==> src/agu_pkg.sv <==
// operation format constants shared by the address stage datapath modules
`default_nettype none

package agu_pkg;

  // address widths
  localparam int vaddr_w = 44;
  localparam int paddr_w = 44;

  // data cache banking
  localparam int bank_cnt = 32;
  localparam int bank_w = 5;
  localparam int max_span = 5;

  // 8 KiB pages, bit 7 picks the odd half line
  localparam int page_bits = 13;
  localparam int line_bit = 7;

  // operation size codes
  localparam int sz_w = 5;
  localparam logic [sz_w-1:0] sz_u8 = 5'd16;
  localparam logic [sz_w-1:0] sz_u16 = 5'd17;
  localparam logic [sz_w-1:0] sz_u32 = 5'd18;
  localparam logic [sz_w-1:0] sz_u64 = 5'd19;
  // 80 bit extended float
  localparam logic [sz_w-1:0] sz_ext = 5'd3;
  // 160 bit fill/spill
  localparam logic [sz_w-1:0] sz_spill = 5'd15;

  // access byte counts after size decode
  typedef enum logic [2:0] {
    sc_1,
    sc_2,
    sc_4,
    sc_8,
    sc_10,
    sc_16,
    sc_20
  } size_class_e;

endpackage

`default_nettype wire

==> src/mmu_pkg.sv <==
// translation and system register definitions used by the address stage and walk arbiter
`default_nettype none

package mmu_pkg;

  // process root, low part goes in front of the virtual address
  localparam int root_w = 24;

  // TLB lookup address and entry layout
  localparam int tlb_ip_w = 65;
  localparam int tlb_phys_w = 31;
  localparam int tlb_entry_w = 33;
  // supervisor-only page
  localparam int tlb_sys_bit = 31;
  // page present, 0 faults
  localparam int tlb_na_bit = 32;

  // privilege levels
  localparam logic [1:0] cpl_kernel = 2'd0;
  localparam logic [1:0] cpl_user = 2'd3;

  // system register numbers
  localparam logic [15:0] csr_page = 16'h0040;
  localparam logic [15:0] csr_mflags = 16'h0041;

  // csr write word, meaning picked by the register number
  typedef union packed {
    struct packed {
      logic [root_w-1:0] root;
      logic [63-root_w:0] rsvd;
    } page;
    struct packed {
      logic [61:0] rsvd;
      logic [1:0] cpl;
    } flags;
  } csr_word_u;

  // fault numbers reported with the fault code
  localparam logic [8:0] fault_no_page = {6'd11, 1'b0, 2'd1};
  localparam logic [8:0] fault_no_none = {6'd0, 1'b0, 2'd2};

endpackage

`default_nettype wire

==> src/agu_op_stage.sv <==
// one-deep operation register with page root and privilege registers and the stall logic
`default_nettype none

module agu_op_stage (
  input  logic clk,
  input  logic rst,
  input  logic rs_stall,
  input  logic bus_hold,
  input  logic pause_miss,
  input  logic op_en,
  input  logic [agu_pkg::vaddr_w-1:0] op_addr,
  input  logic [agu_pkg::sz_w-1:0] op_sz,
  input  logic op_st,
  input  logic op_split,
  input  logic [agu_pkg::bank_w-1:0] op_bank0,
  input  logic op_kernel,
  input  logic csr_en,
  input  logic [15:0] csr_no,
  input  mmu_pkg::csr_word_u csr_data,
  input  logic tlb_hit,
  input  logic walk_busy,
  input  logic ext_req,
  output logic stage_valid,
  output logic [agu_pkg::vaddr_w-1:0] stage_addr,
  output logic [agu_pkg::sz_w-1:0] stage_sz,
  output logic stage_st,
  output logic stage_split,
  output logic [agu_pkg::bank_w-1:0] stage_bank0,
  output logic [1:0] cpl,
  output logic [mmu_pkg::root_w-1:0] root,
  output logic [mmu_pkg::tlb_ip_w-1:0] tlb_addr,
  output logic do_stall,
  output logic mem_en,
  output logic mem_tlb_miss
);

  localparam int root_lo_w = mmu_pkg::tlb_ip_w - agu_pkg::vaddr_w;

  logic pause_q1;
  logic pause_q2;
  logic accept;

  // page-rooted lookup address
  assign tlb_addr = {root[root_lo_w-1:0], stage_addr};

  assign mem_tlb_miss = stage_valid & ~tlb_hit;
  assign do_stall = mem_tlb_miss | walk_busy | ext_req | bus_hold | pause_q2;
  assign mem_en = stage_valid & ~do_stall;
  assign accept = ~do_stall & ~rs_stall;

  always_ff @(posedge clk) begin
    if (rst) begin
      stage_valid <= 1'b0;
      pause_q1 <= 1'b0;
      pause_q2 <= 1'b0;
    end else begin
      pause_q1 <= pause_miss;
      pause_q2 <= pause_q1;
      // issued op drops out here unless a new one takes its place
      if (accept) stage_valid <= op_en;
    end
  end

  always_ff @(posedge clk) begin
    if (accept && op_en) begin
      stage_addr <= op_addr;
      stage_sz <= op_sz;
      stage_st <= op_st;
      stage_split <= op_split;
      stage_bank0 <= op_bank0;
    end
  end

  always_ff @(posedge clk) begin
    if (rst) begin
      root <= '0;
      cpl <= mmu_pkg::cpl_kernel;
    end else begin
      if (accept && op_en) cpl <= op_kernel ? mmu_pkg::cpl_kernel : mmu_pkg::cpl_user;
      // a csr write in the same cycle wins
      if (csr_en) begin
        case (csr_no)
          mmu_pkg::csr_page: root <= csr_data.page.root;
          mmu_pkg::csr_mflags: cpl <= csr_data.flags.cpl;
          default: ;
        endcase
      end
    end
  end

endmodule

`default_nettype wire

==> src/agu_bank_mask.sv <==
// combinational size decode and cache bank access mask for the issued operation
`default_nettype none

module agu_bank_mask #(
  parameter int bank_cnt_p = 32,
  parameter int max_span_p = 5
) (
  input  logic [agu_pkg::sz_w-1:0] sz,
  input  logic [1:0] addr_low,
  input  logic [agu_pkg::bank_w-1:0] bank0,
  input  logic valid,
  output logic [bank_cnt_p-1:0] banks
);

  agu_pkg::size_class_e size_class;
  logic [4:0] byte_cnt;
  logic [4:0] end_byte;
  logic [2:0] quads;
  logic [2:0] span;
  logic [agu_pkg::bank_w-1:0] off;

  always_comb begin
    case (sz)
      agu_pkg::sz_u8: size_class = agu_pkg::sc_1;
      agu_pkg::sz_u16: size_class = agu_pkg::sc_2;
      agu_pkg::sz_u32: size_class = agu_pkg::sc_4;
      agu_pkg::sz_u64: size_class = agu_pkg::sc_8;
      agu_pkg::sz_ext: size_class = agu_pkg::sc_10;
      agu_pkg::sz_spill: size_class = agu_pkg::sc_20;
      // 128 bit int and float
      5'd0, 5'd1, 5'd2, 5'd12, 5'd13, 5'd14: size_class = agu_pkg::sc_16;
      5'd4, 5'd5, 5'd6: size_class = agu_pkg::sc_4;
      default: size_class = agu_pkg::sc_8;
    endcase
  end

  always_comb begin
    case (size_class)
      agu_pkg::sc_1: byte_cnt = 5'd1;
      agu_pkg::sc_2: byte_cnt = 5'd2;
      agu_pkg::sc_4: byte_cnt = 5'd4;
      agu_pkg::sc_10: byte_cnt = 5'd10;
      agu_pkg::sc_16: byte_cnt = 5'd16;
      agu_pkg::sc_20: byte_cnt = 5'd20;
      default: byte_cnt = 5'd8;
    endcase
  end

  // banks are 4 bytes wide, count the words touched
  assign end_byte = {3'b0, addr_low} + byte_cnt;
  assign quads = 3'((end_byte + 5'd3) >> 2);
  assign span = (quads > 3'(max_span_p)) ? 3'(max_span_p) : quads;

  always_comb begin
    for (int i = 0; i < bank_cnt_p; i++) begin
      // distance from the first bank, wrapping round
      off = agu_pkg::bank_w'(i) - bank0;
      banks[i] = valid && (off < agu_pkg::bank_w'(span));
    end
  end

endmodule

`default_nettype wire

==> src/agu_translate.sv <==
// physical even/odd line address selection and registered page fault check
`default_nettype none

module agu_translate (
  input  logic clk,
  input  logic rst,
  input  logic rs_stall,
  input  logic [agu_pkg::vaddr_w-1:0] stage_addr,
  input  logic split,
  input  logic [1:0] cpl,
  input  logic issued,
  input  logic tlb_hit,
  input  logic [mmu_pkg::tlb_entry_w-1:0] tlb_entry0,
  input  logic [mmu_pkg::tlb_entry_w-1:0] tlb_entry1,
  output logic [agu_pkg::paddr_w-1:8] mem_addr_even,
  output logic [agu_pkg::paddr_w-1:8] mem_addr_odd,
  output logic mem_odd,
  output logic [1:0] mem_addr_low,
  output logic page_fault,
  output logic [7:0] fault_code,
  output logic [8:0] fault_no
);

  localparam int line_w = agu_pkg::page_bits - agu_pkg::line_bit;

  logic [line_w-1:0] cur_line;
  logic [line_w-1:0] next_line;
  logic [line_w-1:0] even_line;
  logic [line_w-1:0] odd_line;
  logic page_carry;
  logic [mmu_pkg::tlb_phys_w-1:0] phys0;
  logic [mmu_pkg::tlb_phys_w-1:0] phys1;
  logic [1:0] fault0;
  logic [1:0] fault1;
  logic [1:0] fault_now;
  logic [1:0] fault_q;
  logic issued_q;

  // line step, carry out means the next line sits in the next page
  assign cur_line = stage_addr[agu_pkg::page_bits-1:agu_pkg::line_bit];
  assign {page_carry, next_line} = (line_w + 1)'(cur_line) + 1'b1;

  assign mem_odd = stage_addr[agu_pkg::line_bit];
  assign mem_addr_low = stage_addr[1:0];

  assign even_line = mem_odd ? next_line : cur_line;
  assign odd_line = mem_odd ? cur_line : next_line;

  assign phys0 = tlb_entry0[mmu_pkg::tlb_phys_w-1:0];
  assign phys1 = tlb_entry1[mmu_pkg::tlb_phys_w-1:0];

  assign mem_addr_even = {(mem_odd & page_carry) ? phys1 : phys0, even_line[line_w-1:1]};
  // odd half is the next line only with bit 7 clear, and that step never carries
  assign mem_addr_odd = {phys0, odd_line[line_w-1:1]};

  // {privilege, not present}
  assign fault0 = {(cpl == mmu_pkg::cpl_user) & tlb_entry0[mmu_pkg::tlb_sys_bit],
                   ~tlb_entry0[mmu_pkg::tlb_na_bit]};
  assign fault1 = {(cpl == mmu_pkg::cpl_user) & tlb_entry1[mmu_pkg::tlb_sys_bit],
                   ~tlb_entry1[mmu_pkg::tlb_na_bit]};
  // second page only matters when the access really crosses into it
  assign fault_now = (fault0 | (fault1 & {2{page_carry & split}})) & {2{tlb_hit}};

  always_ff @(posedge clk) begin
    if (rst) begin
      fault_q <= 2'b0;
      issued_q <= 1'b0;
    end else if (!rs_stall) begin
      fault_q <= fault_now;
      issued_q <= issued;
    end
  end

  assign page_fault = (fault_q != 2'b0) & issued_q;
  assign fault_code = {4'b0, fault_q[1], 2'b0, fault_q[0]};
  assign fault_no = page_fault ? mmu_pkg::fault_no_page : mmu_pkg::fault_no_none;

endmodule

`default_nettype wire

==> src/agu_walk_arbiter.sv <==
// page walk request arbiter for stage misses and the data and code side requesters
`default_nettype none

module agu_walk_arbiter (
  input  logic clk,
  input  logic rst,
  input  logic dreq_en,
  input  logic [29:0] dreq_addr,
  input  logic creq_en,
  input  logic [30:0] creq_addr,
  input  logic miss,
  input  logic [mmu_pkg::tlb_ip_w-1:0] miss_addr,
  input  logic [mmu_pkg::root_w-1:0] root,
  input  logic walk_ready,
  output logic walk_req,
  output logic [mmu_pkg::tlb_ip_w-1:0] walk_addr,
  output logic walk_busy,
  output logic dreq_ack
);

  localparam int root_lo_w = mmu_pkg::tlb_ip_w - agu_pkg::vaddr_w;

  logic busy;
  logic is_data;
  logic dpark;
  logic cpark;
  logic done;
  logic [mmu_pkg::tlb_ip_w-1:0] dreq_ip;
  logic [mmu_pkg::tlb_ip_w-1:0] creq_ip;
  logic [mmu_pkg::tlb_ip_w-1:0] dpark_addr;
  logic [mmu_pkg::tlb_ip_w-1:0] cpark_addr;

  // data side names a page pair, code side a single page
  assign dreq_ip = {root[root_lo_w-1:0], dreq_addr, {(agu_pkg::page_bits + 1){1'b0}}};
  assign creq_ip = {root[root_lo_w-1:0], creq_addr, {agu_pkg::page_bits{1'b0}}};

  // walk_req high marks the launch cycle, ready there does not count
  assign done = busy & ~walk_req & walk_ready & ~dreq_en & ~creq_en;
  assign dreq_ack = done & is_data;
  assign walk_busy = busy;

  always_ff @(posedge clk) begin
    if (rst) begin
      busy <= 1'b0;
      is_data <= 1'b0;
      walk_req <= 1'b0;
      dpark <= 1'b0;
      cpark <= 1'b0;
    end else begin
      walk_req <= 1'b0;
      if (done) begin
        if (dpark) begin
          walk_addr <= dpark_addr;
          is_data <= 1'b1;
          dpark <= 1'b0;
          walk_req <= 1'b1;
        end else if (cpark) begin
          walk_addr <= cpark_addr;
          is_data <= 1'b0;
          cpark <= 1'b0;
          walk_req <= 1'b1;
        end else begin
          busy <= 1'b0;
          is_data <= 1'b0;
        end
      end else begin
        if (!busy) begin
          // data side first, then code side, then our own miss
          if (dreq_en) begin
            walk_addr <= dreq_ip;
            is_data <= 1'b1;
            busy <= 1'b1;
            walk_req <= 1'b1;
          end else if (creq_en) begin
            walk_addr <= creq_ip;
            is_data <= 1'b0;
            busy <= 1'b1;
            walk_req <= 1'b1;
          end else if (miss) begin
            walk_addr <= miss_addr;
            is_data <= 1'b0;
            busy <= 1'b1;
            walk_req <= 1'b1;
          end
        end
        if (dreq_en && busy) begin
          dpark <= 1'b1;
          dpark_addr <= dreq_ip;
        end
        if (creq_en && (busy || dreq_en)) begin
          cpark <= 1'b1;
          cpark_addr <= creq_ip;
        end
      end
    end
  end

endmodule

`default_nettype wire

==> src/agu_top.sv <==
// load/store address stage top level, connects stage, bank mask, translation and walk arbiter
`default_nettype none

module agu_top #(
  parameter int bank_cnt_p = agu_pkg::bank_cnt,
  parameter int max_span_p = agu_pkg::max_span
) (
  input  logic clk,
  input  logic rst,
  input  logic rs_stall,
  input  logic bus_hold,
  input  logic pause_miss,
  input  logic op_en,
  input  logic op_st,
  input  logic op_split,
  input  logic op_kernel,
  input  logic [agu_pkg::vaddr_w-1:0] op_addr,
  input  logic [agu_pkg::sz_w-1:0] op_sz,
  input  logic [agu_pkg::bank_w-1:0] op_bank0,
  input  logic csr_en,
  input  logic [15:0] csr_no,
  input  mmu_pkg::csr_word_u csr_data,
  output logic [mmu_pkg::tlb_ip_w-1:0] tlb_addr,
  input  logic tlb_hit,
  input  logic [mmu_pkg::tlb_entry_w-1:0] tlb_entry0,
  input  logic [mmu_pkg::tlb_entry_w-1:0] tlb_entry1,
  input  logic dreq_en,
  input  logic creq_en,
  input  logic [29:0] dreq_addr,
  input  logic [30:0] creq_addr,
  output logic dreq_ack,
  output logic walk_req,
  output logic [mmu_pkg::tlb_ip_w-1:0] walk_addr,
  input  logic walk_ready,
  output logic do_stall,
  output logic mem_en,
  output logic mem_odd,
  output logic mem_split,
  output logic [agu_pkg::paddr_w-1:8] mem_addr_even,
  output logic [agu_pkg::paddr_w-1:8] mem_addr_odd,
  output logic [1:0] mem_addr_low,
  output logic [bank_cnt_p-1:0] mem_banks,
  output logic mem_tlb_miss,
  output logic page_fault,
  output logic [7:0] fault_code,
  output logic [8:0] fault_no
);

  logic ext_req;
  logic walk_busy;
  logic [agu_pkg::vaddr_w-1:0] stage_addr;
  logic [agu_pkg::sz_w-1:0] stage_sz;
  logic [agu_pkg::bank_w-1:0] stage_bank0;
  logic [1:0] cpl;
  logic [mmu_pkg::root_w-1:0] root;

  // any outside walk request holds the front end
  assign ext_req = dreq_en | creq_en;

  agu_op_stage stage0 (
    .clk(clk), .rst(rst), .rs_stall(rs_stall), .bus_hold(bus_hold), .pause_miss(pause_miss),
    .op_en(op_en), .op_addr(op_addr), .op_sz(op_sz), .op_st(op_st), .op_split(op_split),
    .op_bank0(op_bank0), .op_kernel(op_kernel),
    .csr_en(csr_en), .csr_no(csr_no), .csr_data(csr_data),
    .tlb_hit(tlb_hit), .walk_busy(walk_busy), .ext_req(ext_req),
    .stage_valid(), .stage_addr(stage_addr), .stage_sz(stage_sz), .stage_st(),
    .stage_split(mem_split), .stage_bank0(stage_bank0),
    .cpl(cpl), .root(root), .tlb_addr(tlb_addr),
    .do_stall(do_stall), .mem_en(mem_en), .mem_tlb_miss(mem_tlb_miss)
  );

  agu_bank_mask #(
    .bank_cnt_p(bank_cnt_p),
    .max_span_p(max_span_p)
  ) mask0 (
    .sz(stage_sz), .addr_low(mem_addr_low), .bank0(stage_bank0), .valid(mem_en),
    .banks(mem_banks)
  );

  agu_translate xlat0 (
    .clk(clk), .rst(rst), .rs_stall(rs_stall),
    .stage_addr(stage_addr), .split(mem_split), .cpl(cpl), .issued(mem_en),
    .tlb_hit(tlb_hit), .tlb_entry0(tlb_entry0), .tlb_entry1(tlb_entry1),
    .mem_addr_even(mem_addr_even), .mem_addr_odd(mem_addr_odd), .mem_odd(mem_odd),
    .mem_addr_low(mem_addr_low),
    .page_fault(page_fault), .fault_code(fault_code), .fault_no(fault_no)
  );

  agu_walk_arbiter walk0 (
    .clk(clk), .rst(rst),
    .dreq_en(dreq_en), .dreq_addr(dreq_addr), .creq_en(creq_en), .creq_addr(creq_addr),
    .miss(mem_tlb_miss), .miss_addr(tlb_addr), .root(root),
    .walk_ready(walk_ready), .walk_req(walk_req), .walk_addr(walk_addr),
    .walk_busy(walk_busy), .dreq_ack(dreq_ack)
  );

endmodule

`default_nettype wire

==> config.mk <==
export PLATFORM = sky130hd
export DESIGN_NAME = agu_top
export DESIGN_NICKNAME = d
export VERILOG_FILES = /design/src/agu_pkg.sv /design/src/mmu_pkg.sv /design/src/agu_op_stage.sv /design/src/agu_bank_mask.sv /design/src/agu_translate.sv /design/src/agu_walk_arbiter.sv /design/src/agu_top.sv
export SDC_FILE = /design/constraint.sdc
export NUM_CORES = 1
export LEC_CHECK = 0
export BUFFER_PORTS_ARGS = -buffer_cell sky130_fd_sc_hd__buf_2
export CAP_MARGIN = 20
export CORE_AREA = 2 2 206 208
export DETAILED_ROUTE_END_ITERATION = 16
export DIE_AREA = 0 0 208 210
export GPL_TIMING_DRIVEN = 1
export SLEW_MARGIN = 5
export SYNTH_ARGS = -nofsm -noshare
export SYNTH_HDL_FRONTEND = slang
export SYNTH_HIERARCHICAL = 1
export SYNTH_SLANG_ARGS = --single-unit
==> constraint.sdc <==
create_clock -name clk -period 19.85 [get_ports clk]
set_input_delay 0 -clock clk [delete_from_list [all_inputs] [get_ports clk]]
set_output_delay 0 -clock clk [all_outputs]
set_load 0.005 [all_outputs]
# --- Word level (Yosys, flattened, before mapping) ---
# Memories as Yosys holds them, arrays and structs flattened. A register that Yosys moved wholly into a read port is not among the register bits.
# Index checks and enable logic that the tools add are counted.
word_totals:
  regBits: 257
  rom_bits: 96
  input_bits: 275
  output_inout_bits: 261
  word_cells: 217
  mem_count: 1
classes:
  addsub: 35
  order_cmp: 33
  eq_ne: 12
  mux: 38
  bitwise: 31
  n_reduce_logical: 48
mem_list:
  columns: ["memory", "depth", "word_bits", "rd", "rd_ports_with_merged_regs", "wr", "line", "rtl"]
  rows:
  - ["(name not given)", 32, 3, 1, 1, 0, "agu_bank_mask.sv:23", "case (sz)"]
ops:
  columns: ["cell", "n"]
  rows:
  - ["$mux 65", 7]
  - ["$lt 5x3->1", 32]
  - ["$sub 5x5->5 const A", 16]
  - ["$sub 4x5->5 const A", 8]
  - ["$logic_and 1x1->1", 35]
  - ["$eq 16x7->1 const B", 2]
  - ["$mux 31", 1]
  - ["$pmux 5 s6", 1]
  - ["$mux 1", 20]
  - ["$sub 3x5->5 const A", 4]
  - ["$and 1x1->1", 13]
  - ["$mux 6", 2]
  - ["$not 1->1", 10]
  - ["$sub 1x5->5 const A", 2]
  - ["$sub 2x5->5 const A", 2]
  - ["$eq 3x3->1 const B", 3]
  - ["$mux 2", 4]
  - ["$reduce_and 2->1", 4]
  - ["$add 6x1->7 const B", 1]
  - ["$mux 7", 1]
  - ["$ne 2x2->1 const B", 3]
  - ["$reduce_and 3->1", 2]
  - ["$add 2x5->5", 1]
  - ["$add 5x2->5 const B", 1]
  - ["16 further kinds", 22]

# --- Longest topological paths before layout ---
# Gate-level depths: netlist of the first run.
depth:
  depth_word: 12
  mapped_depth: 16
  depth_no_buf: 14

# --- Cells and area by module ---
# Netlist of the first run, hierarchy kept.
by_module_without_submodules:
  columns: ["module", "n_inst", "cells_per_inst", "area_each_um2", "seq_area_each_um2"]
  rows:
  - ["agu_walk_arbiter", 1, 430, 7206.9, 5144.9]
  - ["agu_op_stage", 1, 264, 3380.7, 2262.2]
  - ["agu_bank_mask", 1, 236, 1747.9, 0.0]
  - ["agu_translate", 1, 123, 1197.4, 60.1]
  - ["agu_top", 1, 1, 6.3, 0.0]

# --- Worst setup path after synthesis of the first run ---
# OpenSTA, ideal clock, no wires.
synth_timing:
  path_kind: "register to register"
  from: "reg walk0.dpark"
  to: "reg walk0/walk_addr[0] in the netlist's numbering, enable pin"
  setup_ns: 0.585
  arrival_time_ns: 5.728
  required_time_ns: 19.265
  setup_slack_ns: 13.537
  path_stages_with_launch: 5
  path_buffers: 2
  synth_period_minus_slack_ns: 6.313
  cell_sequence: "dfxtp_1 > buf_2 > buf_2 > o21ai_0 > a211oi_1"
synth_between:
  elab_chain_cells: 2
synth_rtl:
  columns: ["element", "line", "rtl"]
  rows:
  - ["start: declaration", "agu_walk_arbiter.sv:25", "logic dpark;"]
  - ["start signal: assignment", "agu_walk_arbiter.sv:47", "dpark <= 1'b0;"]
  - ["start signal: assignment", "agu_walk_arbiter.sv:55", "dpark <= 1'b0;"]
  - ["start signal: assignment", "agu_walk_arbiter.sv:87", "dpark <= 1'b1;"]
  - ["$ne 3x1->1 (no line)", null, null]
  - ["$reduce_and 4->1 (no line)", null, null]
  - ["end signal: assignment", "agu_walk_arbiter.sv:53", "walk_addr <= dpark_addr;"]
  - ["end signal: assignment", "agu_walk_arbiter.sv:58", "walk_addr <= cpark_addr;"]
  - ["end signal: assignment", "agu_walk_arbiter.sv:70", "walk_addr <= dreq_ip;"]
  - ["end: declaration", "agu_walk_arbiter.sv:16", "output logic [mmu_pkg::tlb_ip_w-1:0] walk_addr,"]
# Every way passes these cells.
# A chain may end at the register's enable or synchronous reset.

==> flow_summary.json, run 1 <==
{
  "status": "completed",
  "cts_buffers": 31,
  "startpoint_type": "flip-flop",
  "synthesis.area_sq_mm": 0.0134,
  "ios": 536,
  "cts_tree": "built",
  "ff_latch_area_sq_mm": 0.00738,
  "r2r_end": "walk0/walk_addr[58]",
  "fin_util": 0.439,
  "synthCells": 1041,
  "period_needed_ns": 5.00,
  "worst_slew_pin_slew_ns": 1.09,
  "placed_area_sq_mm": 0.0154,
  "htreeDepth": 1,
  "yosysWarningCount": 6,
  "cts_num_sinks": 257,
  "power.density_mw_per_mm2": 71.7,
  "die_h_um": 210,
  "r2r_slack_ns": 16.77,
  "antenna_found_initial": 10,
  "finalPower_w": 0.00130,
  "drive_above_1_share": 0.395,
  "fin_crit_sh": 0.252,
  "final_area_sq_mm": 0.0182,
  "clkLatencyLatePin_ns": 0.59,
  "layout.nets": 1882,
  "criticalPathCategory": "flip-flop to output pin",
  "via_per_inst": 4.90,
  "setup_violations": 0,
  "cp-end-kind": "output pin",
  "clockBufferDepth": 3,
  "grt_overflow_total": 0,
  "hold_class": "input port to flip-flop",
  "grt_pass1_wl_um": 62800,
  "port_buffers": 483,
  "r2r-start": "walk0/dpark",
  "syn2layout_area_growth_pct": 35.7,
  "drtPass1Iterations": 5,
  "max_freq_mhz": 200,
  "tns_ns": 0,
  "rr_worst_depth": 4,
  "clk_pin_slew_ns": 0.06,
  "wl_um": 42700,
  "leakage_nw": 7.50,
  "ant_nets": 0,
  "ir_drop_mv": 0.0578,
  "initial_core_util": 0.323,
  "rsz0062_at_grt": "false",
  "grt_max_degree": 66,
  "core_sq_mm": 0.0415,
  "clockRootBuffer": "clkbuf_16",
  "cts_resized": 0,
  "synth_area_per_cell_sq_um": 12.9,
  "finalClockSkew_ns": 0.0144,
  "fillers": 3839,
  "gp_congestion": 0.827,
  "cp_max_fo": 12,
  "cap_violations": 0,
  "crit_start": "stage0/stage_sz[2]",
  "relSlewSlack": 0.273,
  "cp.arrival_ns": 5.00,
  "grt_pass1_vias": 10558,
  "multiInputGateArea_sq_mm": 0.00464,
  "die_area_sq_mm": 0.0437,
  "rows": 75,
  "vias": 10503,
  "drtIter0Drc": 599,
  "crit_required_ns": 19.85,
  "die_w_um": 208,
  "holdPathStages": 2,
  "routedWlPerCell_um": 19.9,
  "slew_violations": 0,
  "dp_hpwl_um": 29600,
  "hold_violations": 0,
  "drc": 0,
  "grt_usage": 0.187,
  "endpoint": "mem_banks[26]"
}
-- area by class of cell --
| cell class | instances | area share |
|---|---|---|
| clock inverters | 16 | 0.00860 |
| multi-input cells | 563 | 0.255 |
| well taps | 539 | 0.0371 |
| flip-flops and latches | 257 | 0.406 |
| repair buffers | 675 | 0.237 |
| diodes | 2 | 0.000275 |
| inverters | 50 | 0.0103 |
| clock buffers | 42 | 0.0466 |
-- critical path: stages (launching register included) --
cell	delay, ns
edfxtp_1	0.52
or4b_4	0.60
o21ai_0	0.10
nand2_1	0.08
o21a_1	0.14
fa_1	0.53
or3_1	0.39
a32o_1	0.33
ha_1	0.51
nor2b_1	0.10
o21ai_0	0.19
nand3b_1	0.25
a2111oi_1	0.47
buf_2	0.20
-- through the flow --
| stage | std cells | hold WS [ns] | worst slack [ns] |
|---|---|---|---|
| 3_5_place_dp | 1906 | 0.178 | 15.48 |
| 3_3_place_gp | 1906 | 0.177 | 15.57 |
| 4_1_cts | 2142 | 0.0770 | 14.83 |
| 6_report | 2144 | 0.120 | 14.85 |
| 2_1_floorplan | 1050 | 0.0724 | 13.54 |
| 5_1_grt | 2144 | 0.0997 | 14.56 |
-- metal layers --
metal | track usage | share of wire | wire [um]
met1 | 0.212 | 0.38 | 16100
met2 | 0.347 | 0.52 | 22300
met3 | 0.0310 | 0.059 | 2520
met4 | 0.0800 | 0.042 | 1790
met5 | 0 | 0.00051 | 22
-- how the worst min path moves through the flow --
stage	from	slack [ns]	end
after floorplan	rst	0.07	xlat0/issued_q
after global placement	op_addr[34]	0.18	stage0/stage_addr[34]
after detailed placement	op_addr[32]	0.18	stage0/stage_addr[32]
after CTS	op_addr[12]	0.08	stage0/stage_addr[12]
after global routing	op_sz[1]	0.1	stage0/stage_sz[1]
final	op_sz[2]	0.12	stage0/stage_sz[2]
-- report_power, final --
part	total, W	switching, W	internal (W)
registers	0.000610	0.00000511	0.000605
logic	0.000138	0.0000692	0.0000687
clock network	0.000556	0.000239	0.000317
total	0.00130	0.000314	0.000990
-- cells in the final DEF (no fill, tap or decap), types with 23 or more instances in the layout --
cell and n:
a21oi_1 44, a221oi_2 30, buf_2 483, clkbuf_16 31, dfxtp_1 33, dlygate4sd3_1 178
edfxtp_1 223, ha_1 28, inv_1 49, mux2_4 30, mux2i_1 57, nand2_1 23
nand3_1 33, o21ai_0 37, o22ai_1 33
-- timing repair --
| action | CTS | global route |
|---|---|---|
| hold endpoints to repair | 180 | 0 |
| endpoints found under the setup margin | 0 | 0 |
| setup buffers | 0 | 0 |
| hold buffers | 178 | 0 |
-- state kept, by name (all words and copies together), names as in the netlist, 2 cells and up --
| signal | count |
|---|---|
| stage0/root | 21 |
| walk0/cpark_addr | 52 |
| walk0/walk_addr | 65 |
| stage0/cpl | 2 |
| stage0/stage_addr | 44 |
| xlat0/fault_q | 2 |
| walk0/dpark_addr | 51 |
| stage0/stage_sz | 5 |
| stage0/stage_bank0 | 5 |
Note: power is estimated with default switching activity, not from simulation.
==> run 2: changes to the inputs <==
- CORE_AREA: 2 2 206 208 -> 2 2 211 213
- DIE_AREA: 0 0 208 210 -> 0 0 213 215
- clock period: 19.85 -> 4.09 ns (I/O delays scaled with it)
==> run 2 against run 1 <==
  * The flow now finishes with violations (negative setup slack)
  * First-iteration DRC count shrank 7.7%
  * Clock skew increased by 0.0028 ns
  * Sequential power grew to 4.9 times the previous value
  * Non-clock buffer count up 2
  * Clock power increased to 5.1 times the previous value
  * Clock-buffer cell count is 8 lower
  * Sequential share of layout area decreased by 0.90 points
  * Via count rose by 1.3%
  * Hold slack worse by 0.090 ns
  * Combinational power grew to 4.8 times the previous value
  * Die area rose by 4.8%
  * Critical path type unchanged
  * Critical endpoint is now mem_banks[5]
==> flow_summary.json, run 2 (synthesis results as in run 1) <==
{
  "path_cells": "or4b_4 -> o21ai_1 -> nand2_1 -> o21a_1 -> fa_2 -> or3_1 -> a32o_2 -> buf_12 -> ha_4 -> o21bai_4 -> a211o_1 -> nand3b_1 -> a21oi_2 -> buf_2",
  "die_w_um": 213,
  "relSlewSlack": 0.234,
  "ios": 536,
  "die_area_sq_mm": 0.0458,
  "die_h_um": 215,
  "pre_cts_ws_ns": 0.0509,
  "period_needed_ns": 4.19,
  "leakage_nw": 7.55,
  "hold_start": "csr_no[0]",
  "wl_um": 44600,
  "hold_class": "input port to flip-flop",
  "cp_max_fo": 4,
  "cts_buffers": 31,
  "violations": "negative setup slack",
  "tns_ns": -0.232,
  "grt_pass1_wl_um": 63800,
  "crit_start": "stage0/stage_sz[0]",
  "slowest_delay_ns": 0.56,
  "fin_crit_sh": 1.02,
  "worst_slew_pin_slew_ns": 1.15,
  "cpMaxStageDelayCell": "or4b_4",
  "layout_commonest_cell": "buf_2",
  "finalClockSkew_ns": 0.0171,
  "criticalPathCategory": "flip-flop to output pin",
  "top_register": "walk0/walk_addr",
  "clkLatencyLatePin_ns": 0.59,
  "core_sq_mm": 0.0436,
  "clk_pin_slew_ns": 0.06,
  "initial_core_util": 0.307,
  "slew_violations": 0,
  "power.density_mw_per_mm2": 347,
  "hold_violations": 0,
  "worst-path-buf-inv": 2,
  "drtIter0Drc": 553,
  "drc": 0,
  "r2r-start": "walk0/walk_busy",
  "via_per_inst": 4.80,
  "setup_violations": 5,
  "crit_family": "simple AND/OR/NAND/NOR gates",
  "drtPass1Iterations": 5,
  "cts_tree": "built",
  "cp-end-kind": "output pin",
  "status": "finished, violations left",
  "seqPwrFrac": 0.461,
  "top_regs": "walk0/walk_addr: 65 flops, walk0/cpark_addr: 52 flops, walk0/dpark_addr: 51 flops",
  "p_int_w": 0.00489,
  "port_buffers": 483,
  "rows": 77,
  "power_frac_comb": 0.103,
  "htreeDepth": 1,
  "p_clk_frac": 0.435,
  "grt_usage": 0.185,
  "grt_overflow_total": 0,
  "ir_drop_mv": 0.290,
  "ant_nets": 0,
  "layout.nets": 1884,
  "grt_max_degree": 57,
  "cts_num_sinks": 257,
  "vias": 10641,
  "drive_above_1_share": 0.434,
  "cap_violations": 0,
  "grt_pass1_vias": 10700,
  "largest_reg_flops": 65,
  "cp.arrival_ns": 4.19,
  "dp_hpwl_um": 30800,
  "antenna_found_initial": 23,
  "crit_required_ns": 4.09,
  "mostFrequentLayoutCells": "483 x buf_2, 223 x edfxtp_1, 155 x dlygate4sd3_1",
  "clockBufferDepth": 3,
  "rsz0062_at_grt": "true",
  "max_freq_mhz": 239,
  "worst_slack_ns": -0.102,
  "gp_congestion": 0.849,
  "p_switching_w": 0.00156,
  "syn2layout_area_growth_pct": 38.8,
  "startpoint_type": "flip-flop",
  "clockRootBuffer": "clkbuf_16",
  "routedWlPerCell_um": 20.1,
  "power.share.switching": 0.241
}
run 2: cell count changes in the layout (fill, tap and decap cells not counted), moves of 6 or more:
cell and change:
a211oi_1 -9, a211oi_2 +9, a21oi_1 -7, a21oi_2 +6, buf_12 +6, buf_4 +15, clkbuf_1 -6, diode_2 +17
dlygate4sd3_1 -23
run 2: through the flow:
| step | util | power (W) | cell area, sq um | cells | hold WS, ns |
|---|---|---|---|---|---|
| 3_5_place_dp | 0.357 | 0.00358 | 15600 | 1966 | 0.178 |
| 2_1_floorplan | - | 0.00331 | 13400 | 1050 | 0.0724 |
| 3_3_place_gp | 0.357 | 0.00357 | 15600 | 1966 | 0.176 |
| 6_report | 0.426 | 0.00645 | 18600 | 2216 | 0.0299 |
| 4_1_cts | 0.421 | 0.00654 | 18400 | 2188 | 0.000453 |
| 5_1_grt | 0.426 | 0.00669 | 18600 | 2215 | 0.0282 |
run 2: area by class of cell:
type	count	area (sq um)
clock inverters	24	238
diodes	19	47.5
repair buffers	677	4360
clock buffers	34	797
flip-flops and latches	257	7380
well taps	592	741
multi-input cells	563	4860
fillers	4109	25000
inverters	50	188
run 2: power groups by stage:
stage               sequential [W]  clock [W]  combinational (W)
floorplan                  0.00302          0           0.000296
global placement           0.00303          0           0.000536
detailed placement         0.00303          0           0.000545
CTS                        0.00298    0.00290           0.000666
global route               0.00298    0.00298           0.000721
finish                     0.00298    0.00281           0.000666
run 2: path summary, 6_finish.rpt:
check,slack [ns],to,cells past startpoint
worst min-delay path,0.03,stage0/root[20],3
worst max register to register,1.62,walk0/walk_addr[39],4
worst min register to register,0.45,stage0/pause_q2,1
worst max-delay path,-0.10,mem_banks[5],14
run 2: per-layer routing:
| layer | track usage | routed length [um] | up-vias |
|---|---|---|---|
| met4 | 0.0914 | 1630 | 4 |
| li1 | - | - | 4918 |
| met3 | 0.0349 | 2730 | 80 |
| met2 | 0.332 | 22900 | 456 |
| met5 | 0 | 27 | - |
| met1 | 0.209 | 17300 | 5183 |
run 2: worst min-delay path, delay by kind of cell:
family	cells	cell delay, ns
buf+inv	1	0.27
compound gates	2	0.29
run 2: what timing repair did:
item                                    in CTS  in global routing
gates resized for setup                     27                 23
endpoints found under the hold margin      180                  0
buffers inserted                             9                  8
pin swaps                                   17                 15
endpoints found under the setup margin      32                 32
hold buffers                               155                  0
